===== config.mk =====
export PLATFORM = sky130hd
export DESIGN_NAME = stbuf_top
export DESIGN_NICKNAME = d
export VERILOG_FILES = /design/src/common/stbuf_pkg.sv /design/src/hw/stbuf_top.sv /design/src/stbuf/stbuf_fwd.sv /design/src/stbuf/stbuf_ctrl.sv /design/src/stbuf/stbuf_entries.sv /design/src/hw/store_align.sv
export SDC_FILE = /design/constraint.sdc
export NUM_CORES = 1
export LEC_CHECK = 0
export BUFFER_PORTS_ARGS = -buffer_cell sky130_fd_sc_hd__clkbuf_2
export CELL_PAD_IN_SITES_DETAIL_PLACEMENT = 1
export CELL_PAD_IN_SITES_GLOBAL_PLACEMENT = 1
export CORE_MARGIN = 2
export CORE_UTILIZATION = 40
export DETAILED_ROUTE_END_ITERATION = 10
export GPL_TIMING_DRIVEN = 0
export PLACE_DENSITY = 0.7
export SYNTH_ARGS = -nofsm -noshare
export SYNTH_HDL_FRONTEND = slang
export SYNTH_SLANG_ARGS = --single-unit

===== constraint.sdc =====
create_clock -name clk -period 4.45 [get_ports clk]
set_input_delay 0 -clock clk [delete_from_list [all_inputs] [get_ports clk]]
set_output_delay 0 -clock clk [all_outputs]
set_load 0.02 [all_outputs]

===== src/common/stbuf_pkg.sv =====
//------------------------------------------------
// shared widths, depth and struct types for the store buffer
// import with stbuf_pkg::* inside each module body
//------------------------------------------------
`default_nettype none

package stbuf_pkg;

   //------------------------------------------------
   // sizes
   //------------------------------------------------
   localparam int STBUF_DEPTH = 4;
   localparam int STBUF_PTR_W = 2;
   localparam int STBUF_CNT_W = 3;   // holds 0..4
   localparam int ADDR_W      = 16;
   localparam int DATA_W      = 32;
   localparam int BYTE_W      = 4;   // byte lanes per word
   localparam int WORD_LSB    = 2;

   typedef enum logic [1:0] {
      size_byte = 2'b00,
      size_half = 2'b01,
      size_word = 2'b10
   } ls_size_t;

   //------------------------------------------------
   // payloads
   //------------------------------------------------
   // committed store as it leaves the pipe
   typedef struct packed {
      logic                 valid;
      logic [ADDR_W-1:0]    addr;
      ls_size_t             size;
      logic [DATA_W-1:0]    data;
   } store_req_t;

   // lane-aligned write into the entries
   typedef struct packed {
      logic                       valid;
      logic [ADDR_W-1:WORD_LSB]   waddr;
      logic [BYTE_W-1:0]          byteen;
      logic [DATA_W-1:0]          data;
   } stbuf_wr_t;

   typedef struct packed {
      logic                       valid;
      logic [ADDR_W-1:WORD_LSB]   waddr;
      logic [BYTE_W-1:0]          byteen;
      logic [DATA_W-1:0]          data;
   } stbuf_entry_t;

   typedef struct packed {
      logic                       valid;
      logic [ADDR_W-1:WORD_LSB]   waddr;
      logic [DATA_W-1:0]          data;
   } drain_t;

   typedef struct packed {
      logic [BYTE_W-1:0]    byteen;
      logic [DATA_W-1:0]    data;
   } fwd_t;

endpackage

`default_nettype wire

===== src/hw/stbuf_top.sv =====
//------------------------------------------------
// store buffer top, alignment feeding entries
// with control for drain and a lookup port for loads
//------------------------------------------------
`timescale 1ns/1ps
`default_nettype none

module stbuf_top (
   input  logic                          clk,
   input  logic                          rst_n,
   input  stbuf_pkg::store_req_t         st_req,
   input  logic                          drain_pop,
   input  logic [stbuf_pkg::ADDR_W-1:0]  ld_addr,
   output stbuf_pkg::drain_t             drain,
   output stbuf_pkg::fwd_t               ld_fwd,
   output logic                          full,
   output logic                          empty
);

   import stbuf_pkg::*;

   stbuf_wr_t                          wr;
   stbuf_entry_t [STBUF_DEPTH-1:0]     entries;
   logic [STBUF_PTR_W-1:0]             wr_ptr;
   logic [STBUF_PTR_W-1:0]             rd_ptr;
   logic                               pop_en;
   logic                               alloc_en;

   //------------------------------------------------
   // store path
   //------------------------------------------------
   store_align u_align (
      .req (st_req),
      .wr  (wr)
   );

   stbuf_entries u_entries (
      .clk      (clk),
      .rst_n    (rst_n),
      .wr       (wr),
      .wr_ptr   (wr_ptr),
      .rd_ptr   (rd_ptr),
      .pop_en   (pop_en),
      .entries  (entries),
      .alloc_en (alloc_en)
   );

   // drain side and occupancy
   stbuf_ctrl u_ctrl (
      .clk       (clk),
      .rst_n     (rst_n),
      .alloc_en  (alloc_en),
      .drain_pop (drain_pop),
      .entries   (entries),
      .wr_ptr    (wr_ptr),
      .rd_ptr    (rd_ptr),
      .pop_en    (pop_en),
      .drain     (drain),
      .full      (full),
      .empty     (empty)
   );

   stbuf_fwd u_fwd (
      .ld_addr (ld_addr),
      .entries (entries),
      .fwd     (ld_fwd)
   );

endmodule

`default_nettype wire


===== src/stbuf/stbuf_fwd.sv =====
//------------------------------------------------
// load lookup against the buffered stores
// combinational, returns the bytes the buffer owns
//------------------------------------------------
`timescale 1ns/1ps
`default_nettype none

module stbuf_fwd (
   input  logic [stbuf_pkg::ADDR_W-1:0]                         ld_addr,
   input  stbuf_pkg::stbuf_entry_t [stbuf_pkg::STBUF_DEPTH-1:0] entries,
   output stbuf_pkg::fwd_t                                      fwd
);

   import stbuf_pkg::*;

   logic [ADDR_W-1:WORD_LSB]   ld_waddr;
   logic [STBUF_DEPTH-1:0]     hit;

   assign ld_waddr = ld_addr[ADDR_W-1:WORD_LSB];

   //------------------------------------------------
   // word match per entry
   //------------------------------------------------
   always_comb begin
      for (int i = 0; i < STBUF_DEPTH; i++) begin
         hit[i] = entries[i].valid & (entries[i].waddr == ld_waddr);
      end
   end

   // OR of every hitting entry, data masked to its own lanes
   always_comb begin
      fwd = '0;
      for (int i = 0; i < STBUF_DEPTH; i++) begin
         if (hit[i]) begin
            fwd.byteen = fwd.byteen | entries[i].byteen;
         end
         for (int j = 0; j < BYTE_W; j++) begin
            if (hit[i] & entries[i].byteen[j]) begin
               fwd.data[8*j +: 8] = fwd.data[8*j +: 8] | entries[i].data[8*j +: 8];
            end
         end
      end
   end

   // normally at most one entry hits
   // two only while a popped head and its replacement overlap

endmodule

`default_nettype wire


===== src/stbuf/stbuf_ctrl.sv =====
//------------------------------------------------
// pointers, occupancy and in-order drain
// full and empty come from the live valid bits
//------------------------------------------------
`timescale 1ns/1ps
`default_nettype none

module stbuf_ctrl (
   input  logic                                                 clk,
   input  logic                                                 rst_n,
   input  logic                                                 alloc_en,
   input  logic                                                 drain_pop,
   input  stbuf_pkg::stbuf_entry_t [stbuf_pkg::STBUF_DEPTH-1:0] entries,
   output logic [stbuf_pkg::STBUF_PTR_W-1:0]                    wr_ptr,
   output logic [stbuf_pkg::STBUF_PTR_W-1:0]                    rd_ptr,
   output logic                                                 pop_en,
   output stbuf_pkg::drain_t                                    drain,
   output logic                                                 full,
   output logic                                                 empty
);

   import stbuf_pkg::*;

   stbuf_entry_t            head;
   logic [STBUF_CNT_W-1:0]  vld_cnt;

   assign head   = entries[rd_ptr];
   assign pop_en = drain_pop & head.valid;   // pop on empty is dropped

   //------------------------------------------------
   // pointers
   //------------------------------------------------
   always_ff @(posedge clk) begin
      if (!rst_n) begin
         wr_ptr <= '0;
         rd_ptr <= '0;
      end else begin
         if (alloc_en) begin
            wr_ptr <= wr_ptr + 1'b1;   // wraps at depth
         end
         if (pop_en) begin
            rd_ptr <= rd_ptr + 1'b1;
         end
      end
   end

   // occupancy
   always_comb begin
      vld_cnt = '0;
      for (int i = 0; i < STBUF_DEPTH; i++) begin
         vld_cnt = vld_cnt + STBUF_CNT_W'(entries[i].valid);
      end
   end

   assign empty = (vld_cnt == '0);
   assign full  = (vld_cnt == STBUF_CNT_W'(STBUF_DEPTH));

   // head entry held until popped
   always_comb begin
      drain.valid = head.valid;
      drain.waddr = head.waddr;
      drain.data  = head.data;
   end

endmodule

`default_nettype wire


===== src/stbuf/stbuf_entries.sv =====
//------------------------------------------------
// four store buffer entries with coalescing
// a store merges into a live entry for its word or takes wr_ptr
//------------------------------------------------
`timescale 1ns/1ps
`default_nettype none

module stbuf_entries (
   input  logic                                                 clk,
   input  logic                                                 rst_n,
   input  stbuf_pkg::stbuf_wr_t                                 wr,
   input  logic [stbuf_pkg::STBUF_PTR_W-1:0]                    wr_ptr,
   input  logic [stbuf_pkg::STBUF_PTR_W-1:0]                    rd_ptr,
   input  logic                                                 pop_en,
   output stbuf_pkg::stbuf_entry_t [stbuf_pkg::STBUF_DEPTH-1:0] entries,
   output logic                                                 alloc_en
);

   import stbuf_pkg::*;

   // entry fields
   logic [STBUF_DEPTH-1:0]                          vld_q;
   logic [STBUF_DEPTH-1:0][BYTE_W-1:0]              byteen_q;
   logic [STBUF_DEPTH-1:0][ADDR_W-1:WORD_LSB]       waddr_q;
   logic [STBUF_DEPTH-1:0][DATA_W-1:0]              data_q;

   logic [STBUF_DEPTH-1:0]                          match_vec;
   logic [STBUF_DEPTH-1:0]                          pop_vec;
   logic [STBUF_DEPTH-1:0]                          wr_en;
   logic [STBUF_DEPTH-1:0][BYTE_W-1:0]              byteen_in;
   logic [STBUF_DEPTH-1:0][DATA_W-1:0]              data_in;
   logic                                            coalesce;

   //------------------------------------------------
   // coalesce match and allocation
   //------------------------------------------------
   always_comb begin
      for (int i = 0; i < STBUF_DEPTH; i++) begin
         pop_vec[i]   = pop_en & (rd_ptr == STBUF_PTR_W'(i));
         // the head leaving this cycle cannot take new bytes
         match_vec[i] = wr.valid & vld_q[i] & (waddr_q[i] == wr.waddr) & ~pop_vec[i];
      end
   end

   assign coalesce = |match_vec;
   assign alloc_en = wr.valid & ~coalesce;   // miss, new entry at wr_ptr

   //------------------------------------------------
   // byte-wise merge
   //------------------------------------------------
   always_comb begin
      for (int i = 0; i < STBUF_DEPTH; i++) begin
         wr_en[i]     = match_vec[i] | (alloc_en & (wr_ptr == STBUF_PTR_W'(i)));
         byteen_in[i] = match_vec[i] ? (byteen_q[i] | wr.byteen) : wr.byteen;
         for (int j = 0; j < BYTE_W; j++) begin
            // old lane survives only on a hit that leaves it untouched
            if (wr.byteen[j] | ~match_vec[i]) begin
               data_in[i][8*j +: 8] = wr.data[8*j +: 8];
            end else begin
               data_in[i][8*j +: 8] = data_q[i][8*j +: 8];
            end
         end
      end
   end

   // valid and byte enables
   always_ff @(posedge clk) begin
      if (!rst_n) begin
         vld_q    <= '0;
         byteen_q <= '0;
      end else begin
         for (int i = 0; i < STBUF_DEPTH; i++) begin
            if (pop_vec[i]) begin
               vld_q[i]    <= 1'b0;
               byteen_q[i] <= '0;
            end
            // a write to the slot being popped lands as the new tail
            if (wr_en[i]) begin
               vld_q[i]    <= 1'b1;
               byteen_q[i] <= byteen_in[i];
            end
         end
      end
   end

   // address and data payload
   always_ff @(posedge clk) begin
      for (int i = 0; i < STBUF_DEPTH; i++) begin
         if (wr_en[i]) begin
            waddr_q[i] <= wr.waddr;
            data_q[i]  <= data_in[i];
         end
      end
   end

   always_comb begin
      for (int i = 0; i < STBUF_DEPTH; i++) begin
         entries[i].valid  = vld_q[i];
         entries[i].waddr  = waddr_q[i];
         entries[i].byteen = byteen_q[i];
         entries[i].data   = data_q[i];
      end
   end

endmodule

`default_nettype wire


===== src/hw/store_align.sv =====
//------------------------------------------------
// lines up a committed store with its byte lanes
// purely combinational, sits in front of the entries
//------------------------------------------------
`timescale 1ns/1ps
`default_nettype none

module store_align (
   input  stbuf_pkg::store_req_t  req,
   output stbuf_pkg::stbuf_wr_t   wr
);

   import stbuf_pkg::*;

   logic [BYTE_W-1:0]     size_mask;   // lanes before the shift
   logic [WORD_LSB-1:0]   lane;        // starting byte lane

   assign lane = req.addr[WORD_LSB-1:0];

   //------------------------------------------------
   // size to lane mask
   //------------------------------------------------
   always_comb begin
      case (req.size)
         size_byte: size_mask = 4'b0001;
         size_half: size_mask = 4'b0011;
         size_word: size_mask = 4'b1111;
         default:   size_mask = 4'b0000;   // reserved encoding
      endcase
   end

   // stores never cross a word, so nothing falls off the top
   always_comb begin
      wr.valid  = req.valid;
      wr.waddr  = req.addr[ADDR_W-1:WORD_LSB];
      wr.byteen = size_mask << lane;
      wr.data   = req.data << {lane, 3'b000};   // eight bits per lane
   end

endmodule

`default_nettype wire


[After elaboration in Yosys (flattened, before gate mapping)]
Cells that the tools add are included.
W data, S select, Z words.
Operators by class
  add/subtract/negate cells: 5
  multiply operators: 0
  div/mod/pow operators: 0
  $lt $le $gt $ge: 1
  eq/ne operators: 17
  shift operators: 2
  mux-type cells: 43
  bitwise operators: 90
  reductions and logical operators: 25
Operators by type and width (count)
  $mux W8: 16
  $eq A14 B14 Y1: 8
  $bmux W51 S2: 1
  $or A8 B8 Y8: 12
  $mux W4: 16
  $mux W51: 1
  $and A1 B1 Y1: 42
  $reduce_and A2 Y1: 16
  $shl A32 B5 Y32: 1
  $or A4 B4 Y4: 7
  $or A1 B1 Y1: 20
  $pmux W4 S3: 1
  $eq A2 B2 Y1 const B: 5
  $not A1 Y1: 9
  $mux W1: 8
  $reduce_bool A2 Y1: 4
  $add A3 B1 Y3: 2
  $eq A2 B1 Y1 const B: 3
  $logic_not A2 Y1: 3
  $add A2 B1 Y2 const B: 2
  $reduce_or A4 Y1: 1
  $shl A4 B2 Y4: 1
  $eq A3 B3 Y1 const B: 1
  $logic_not A3 Y1: 1
  2 further kinds: 2
Word-level totals
  bits in registers: 208
  bits in latches: 0
  bits in writable memories: 0
  ROM bits: 0
  bits of input ports: 70
  memories: 0

[Logic depth before layout (Yosys ltp)]
  depth after elaboration: 12
  mapped depth: 12
  depth with buffers taken out: 9

[Modules after synthesis]
A second synthesis with hierarchy kept.
Second synthesis, totals
  cells, all modules: 958
  area total of the unflattened synthesis: 12072.8 µm²
By module, submodules not included
  stbuf_entries: instances 1, cells an instance 393, area each 7277.0 µm², seq. area each 5925.7 µm²
  stbuf_fwd: instances 1, cells an instance 387, area each 2464.9 µm², seq. area each 0.0 µm²
  stbuf_ctrl: instances 1, cells an instance 86, area each 1556.5 µm², seq. area each 80.1 µm²
  store_align: instances 1, cells an instance 92, area each 774.5 µm², seq. area each 0.0 µm²

[Worst setup path before layout]
No wires, ideal clock.
  path kind: register to register
  from: register u_ctrl.rd_ptr[1] (netlist bit)
  to: register u_entries.data_q (netlist bit u_entries.entries[0]) (enable)
  setup time: 0.375 ns
  arrival time: 2.953 ns
  required time: 4.075 ns
  slack: 1.122 ns
  cell stages (with the launch flop): 13
  path through: dfxtp_1 > buf_4 > clkbuf_1 > clkbuf_1 > inv_1 > ha_1 > and3_1 > a32oi_1 > nand2_1 > or2_2 > and2_4 > buf_6 > a21oi_1
Between the ends
  word-level cells in the longest chain between the ends: 12
RTL lines
  start: declaration: RTL line stbuf_ctrl.sv:15  | output logic [stbuf_pkg::STBUF_PTR_W-1:0] rd_ptr,
  start signal: assignment: RTL line stbuf_ctrl.sv:42  | rd_ptr <= rd_ptr + 1'b1;
  $bmux W51 S2: RTL line stbuf_ctrl.sv:27  | assign head = entries[rd_ptr];
  $mux W51 (implied by the code): RTL line stbuf_ctrl.sv:27
  $and A1 B1 Y1: RTL line stbuf_ctrl.sv:28  | assign pop_en = drain_pop & head.valid;
  $and A1 B1 Y1: RTL line stbuf_entries.sv:39  | pop_vec[i] = pop_en & (rd_ptr == STBUF_PTR_W'(i));
  $not A1 Y1: RTL line stbuf_entries.sv:41  | match_vec[i] = wr.valid & vld_q[i] & (waddr_q[i] == wr.waddr) & ~pop_vec[i];
  $and A1 B1 Y1: RTL line stbuf_entries.sv:41
  $reduce_or A4 Y1: RTL line stbuf_entries.sv:45  | assign coalesce = |match_vec;
  $not A1 Y1: RTL line stbuf_entries.sv:46  | assign alloc_en = wr.valid & ~coalesce;
  $and A1 B1 Y1: RTL line stbuf_entries.sv:46
  $and A1 B1 Y1: RTL line stbuf_entries.sv:53  | wr_en[i] = match_vec[i] | (alloc_en & (wr_ptr == STBUF_PTR_W'(i)));
  $or A1 B1 Y1: RTL line stbuf_entries.sv:53
  $reduce_and A2 Y1 (no source line) *
  end signal: indexed assignment: RTL line stbuf_entries.sv:91  | data_q[i] <= data_in[i];
  end: declaration: RTL line stbuf_entries.sv:25  | logic [STBUF_DEPTH-1:0][DATA_W-1:0] data_q;
Every way passes the cells marked *; elsewhere a longest branch is shown, timed or not. The select of a mux whose other input is x is not followed.
A chain may end at the register's enable or synchronous reset.

[Worst setup path in the final report]
  from: register u_ctrl.rd_ptr[1] (netlist bit)
  to: register u_entries.data_q (netlist bit u_entries.entries[31]) (enable)
The elaborated chain is that of the path after synthesis.

==> results.sh <==
export IMPL_status="finished clean"
export IMPL_dp_hpwl_microns=23610
export IMPL_rows=60
export IMPL_dr_total_vias=7667
export IMPL_start_util=0.4044
export IMPL_track_usage=0.2232
export IMPL_drv_cap=0
export IMPL_cp_required_ps=4590
export IMPL_drtAntennaViolNets=0
export IMPL_ys_seq_elements=208
export IMPL_hold_viol=0
export IMPL_area_growth_pct=19.21
export IMPL_synth_top_area_share=0.5113
export IMPL_design_core_area_sq_um=26730
export IMPL_grt_overflow_total=0
export IMPL_slowest_stage="a21oi_1"
export IMPL_slew_headroom=0.04137
export IMPL_syn_num_nets=897
export IMPL_vias_per_cell=5.642
export IMPL_antenna_cells=0
export IMPL_fmax_ghz=0.2400
export IMPL_synth_area_leaders="edfxtp_1 51%, mux4_2 9.6%, xnor2_1 8.0%"
export IMPL_clkTransAtPathRegs_ps=60
export IMPL_path_cells="buf_4 > clkbuf_1 > inv_1 > ha_1 > and3_1 > a32oi_1 > nand2_1 > or2_2 > and2_4 > buf_6 > a21oi_1"
export IMPL_start_kind="flop"
export IMPL_root_buffer="clkbuf_16"
export IMPL_synth_area_sq_um=10810
export IMPL_synth_async_sr_flop_share=0
export IMPL_arrival_ps=4310
export IMPL_htreeDepth=1
export IMPL_ys_top_cells_by_count="184 x edfxtp_1, 99 x xnor2_1, 64 x a22oi_1"
export IMPL_place_ws_ps=-331.0
export IMPL_gp_congestion=0.8830
export IMPL_wl_microns=31700
export IMPL_fin_util=0.4820
export IMPL_post_route_drc_count=0
export IMPL_min_period_ps=4168
export IMPL_min_path_type="primary input to flop"
export IMPL_drt_first_pass_iters=5
export IMPL_setup_tns_ps=0
export IMPL_fin_worst_skew_ps=12.13
export IMPL_yosys_area_top_type="edfxtp_1"
export IMPL_cts_buffers_inserted=23
export IMPL_finalSetupViolations=0
export IMPL_end_kind="flop"
export IMPL_antenna_found_initial=0
export IMPL_grt_pass1_vias=8058
export IMPL_clock_sinks=208
export IMPL_drive_gt1_frac=0.2397
export IMPL_grt_pass1_wl_microns=48020
export IMPL_critPathMaxStageDelay_ps=770
export IMPL_synth_distinct_cells=56
export IMPL_die_h_microns=168.4
export IMPL_setup_ws_ps=282.5
export IMPL_die_x_microns=168.4
export IMPL_ys_seq_area_frac=0.5557
export IMPL_portBuffers=138
export IMPL_ys_warn_count=0
export IMPL_post_route_period_util=0.9365
export IMPL_nets=1084
export IMPL_rsz0062_at_grt="no"
export IMPL_postSynthCellCount=814
export IMPL_cts_tree="built"
export IMPL_synth_edf_count=184
export IMPL_tightestPinTransition_ps=1425
export IMPL_r2r_slack_ps=280
export IMPL_critical_path_top_delay_family="buffers and inverters"
export IMPL_syn_area_per_cell_sq_um=13.28
export IMPL_ir_drop_mv=0.3789
export IMPL_ios=155
export IMPL_worstPathMaxFanout=14
export IMPL_synth_ff_type="edfxtp_1"
export IMPL_grt_max_degree=16
export IMPL_path_class="flop to flop"
export IMPL_dieArea_sq_um=28350
export IMPL_crit_buf_inv=4
export IMPL_leakage_nw=4.558
export IMPL_clock_path_buffers=3
export IMPL_yosysMostFrequentCell="edfxtp_1"
export IMPL_avgRoutedWirePerCell_microns=23.33
export IMPL_pwr_density_cell_nw_per_um2=364.9
export IMPL_dr_first_iter_drc_count=554
export IMPL_clkLatencyLatePin_ps=520
export IMPL_maxSlewViolCount=0
logic make-up (layout without fill, tap and decap cells):
group / count (synthesis) / count (layout) / synth area share
buffers and inverters: 86 / 290 / 0.03196
multiplexers: 67 / 67 / 0.1164
flip-flops: 208 / 208 / 0.5557
AND/OR/NAND/NOR: 187 / 187 / 0.09471
AO/OA/AOI/OAI: 140 / 140 / 0.09390
adder cells (fa/ha/maj): 13 / 13 / 0.01575
XOR/XNOR: 113 / 113 / 0.09158
per-layer routing:
layer	GRT usage	part of all wire
met1	0.2983	0.43
met2	0.3863	0.50
met3	0.03150	0.052
met4	0.05285	0.018
met5	0	0
tightest hold or removal path: cells and delay by family:
family / cells / cell delay, ps
buffers and inverters: 1 / 90
multiplexers: 1 / 70
AND/OR/NAND/NOR: 1 / 200
placed cells by master (no fill, tap or decap), types with 9 or more instances in the layout:
cell and instances:
edfxtp_1 184, clkbuf_2 138, xnor2_1 99, a22oi_1 64
nand2_1 61, clkbuf_1 54, mux4_2 46, and2_1 26
a21oi_1 24, clkbuf_16 24, dlygate4sd3_1 24, dfxtp_1 24
nand4_1 23, mux2i_1 18, nand3_1 17, inv_1 16
xor2_1 14, o21ai_0 13, nor2_1 12, ha_1 12
nor2b_1 10, buf_2 9, buf_1 9, a211oi_1 9
state kept, by name (all words and copies together), names as in the netlist:
name               flops
u_ctrl.rd_ptr          2
u_entries.vld_q        4
u_ctrl.wr_ptr          2
u_entries.entries    200
worst paths after layout:
path / startpoint / to / depth (start not counted)
max: u_ctrl.rd_ptr[1] / u_entries.entries[31] / 11
min: st_req[15] / u_entries.entries[15] / 3
max reg2reg: u_ctrl.rd_ptr[1] / u_entries.entries[31] / 11
min reg2reg: u_entries.entries[186] / u_entries.entries[186] / 1
cell type report:
cell class	count	area [sq um]
well taps	341	426.7
repair buffers	163	938.4
clock inverters	11	73.82
fillers	2808	13840
inverters	17	63.81
plain buffers	68	277.8
clock buffers	31	636.9
flip-flops and latches	208	6006
multi-input cells	520	4459
power breakdown:
part / internal [W] / leakage (nW) / switching [W]
registers: 0.00223 / 1.89 / 0.0000557
clock network: 0.00101 / 0.344 / 0.000763
logic: 0.000247 / 2.32 / 0.000389
through the flow:
step	instance area, sq um	cells	total power, W	hold slack (ps)
6_report	12880	1359	0.004700	2.616
3_5_place_dp	11930	1294	0.002948	238.0
5_1_grt	12880	1359	0.004863	16.80
2_1_floorplan	10810	814	0.002712	98.87
4_1_cts	12880	1359	0.004736	1.987
3_3_place_gp	11920	1293	0.002934	228.2
timing repair:
item	4_1_cts	5_1_grt
hold buffers	24	0
endpoints found under the hold margin	95	0
gates resized for setup	1	0
buffers inserted	0	0
endpoints found under the setup margin	138	0
Note: power is estimated with default switching activity, not from simulation.
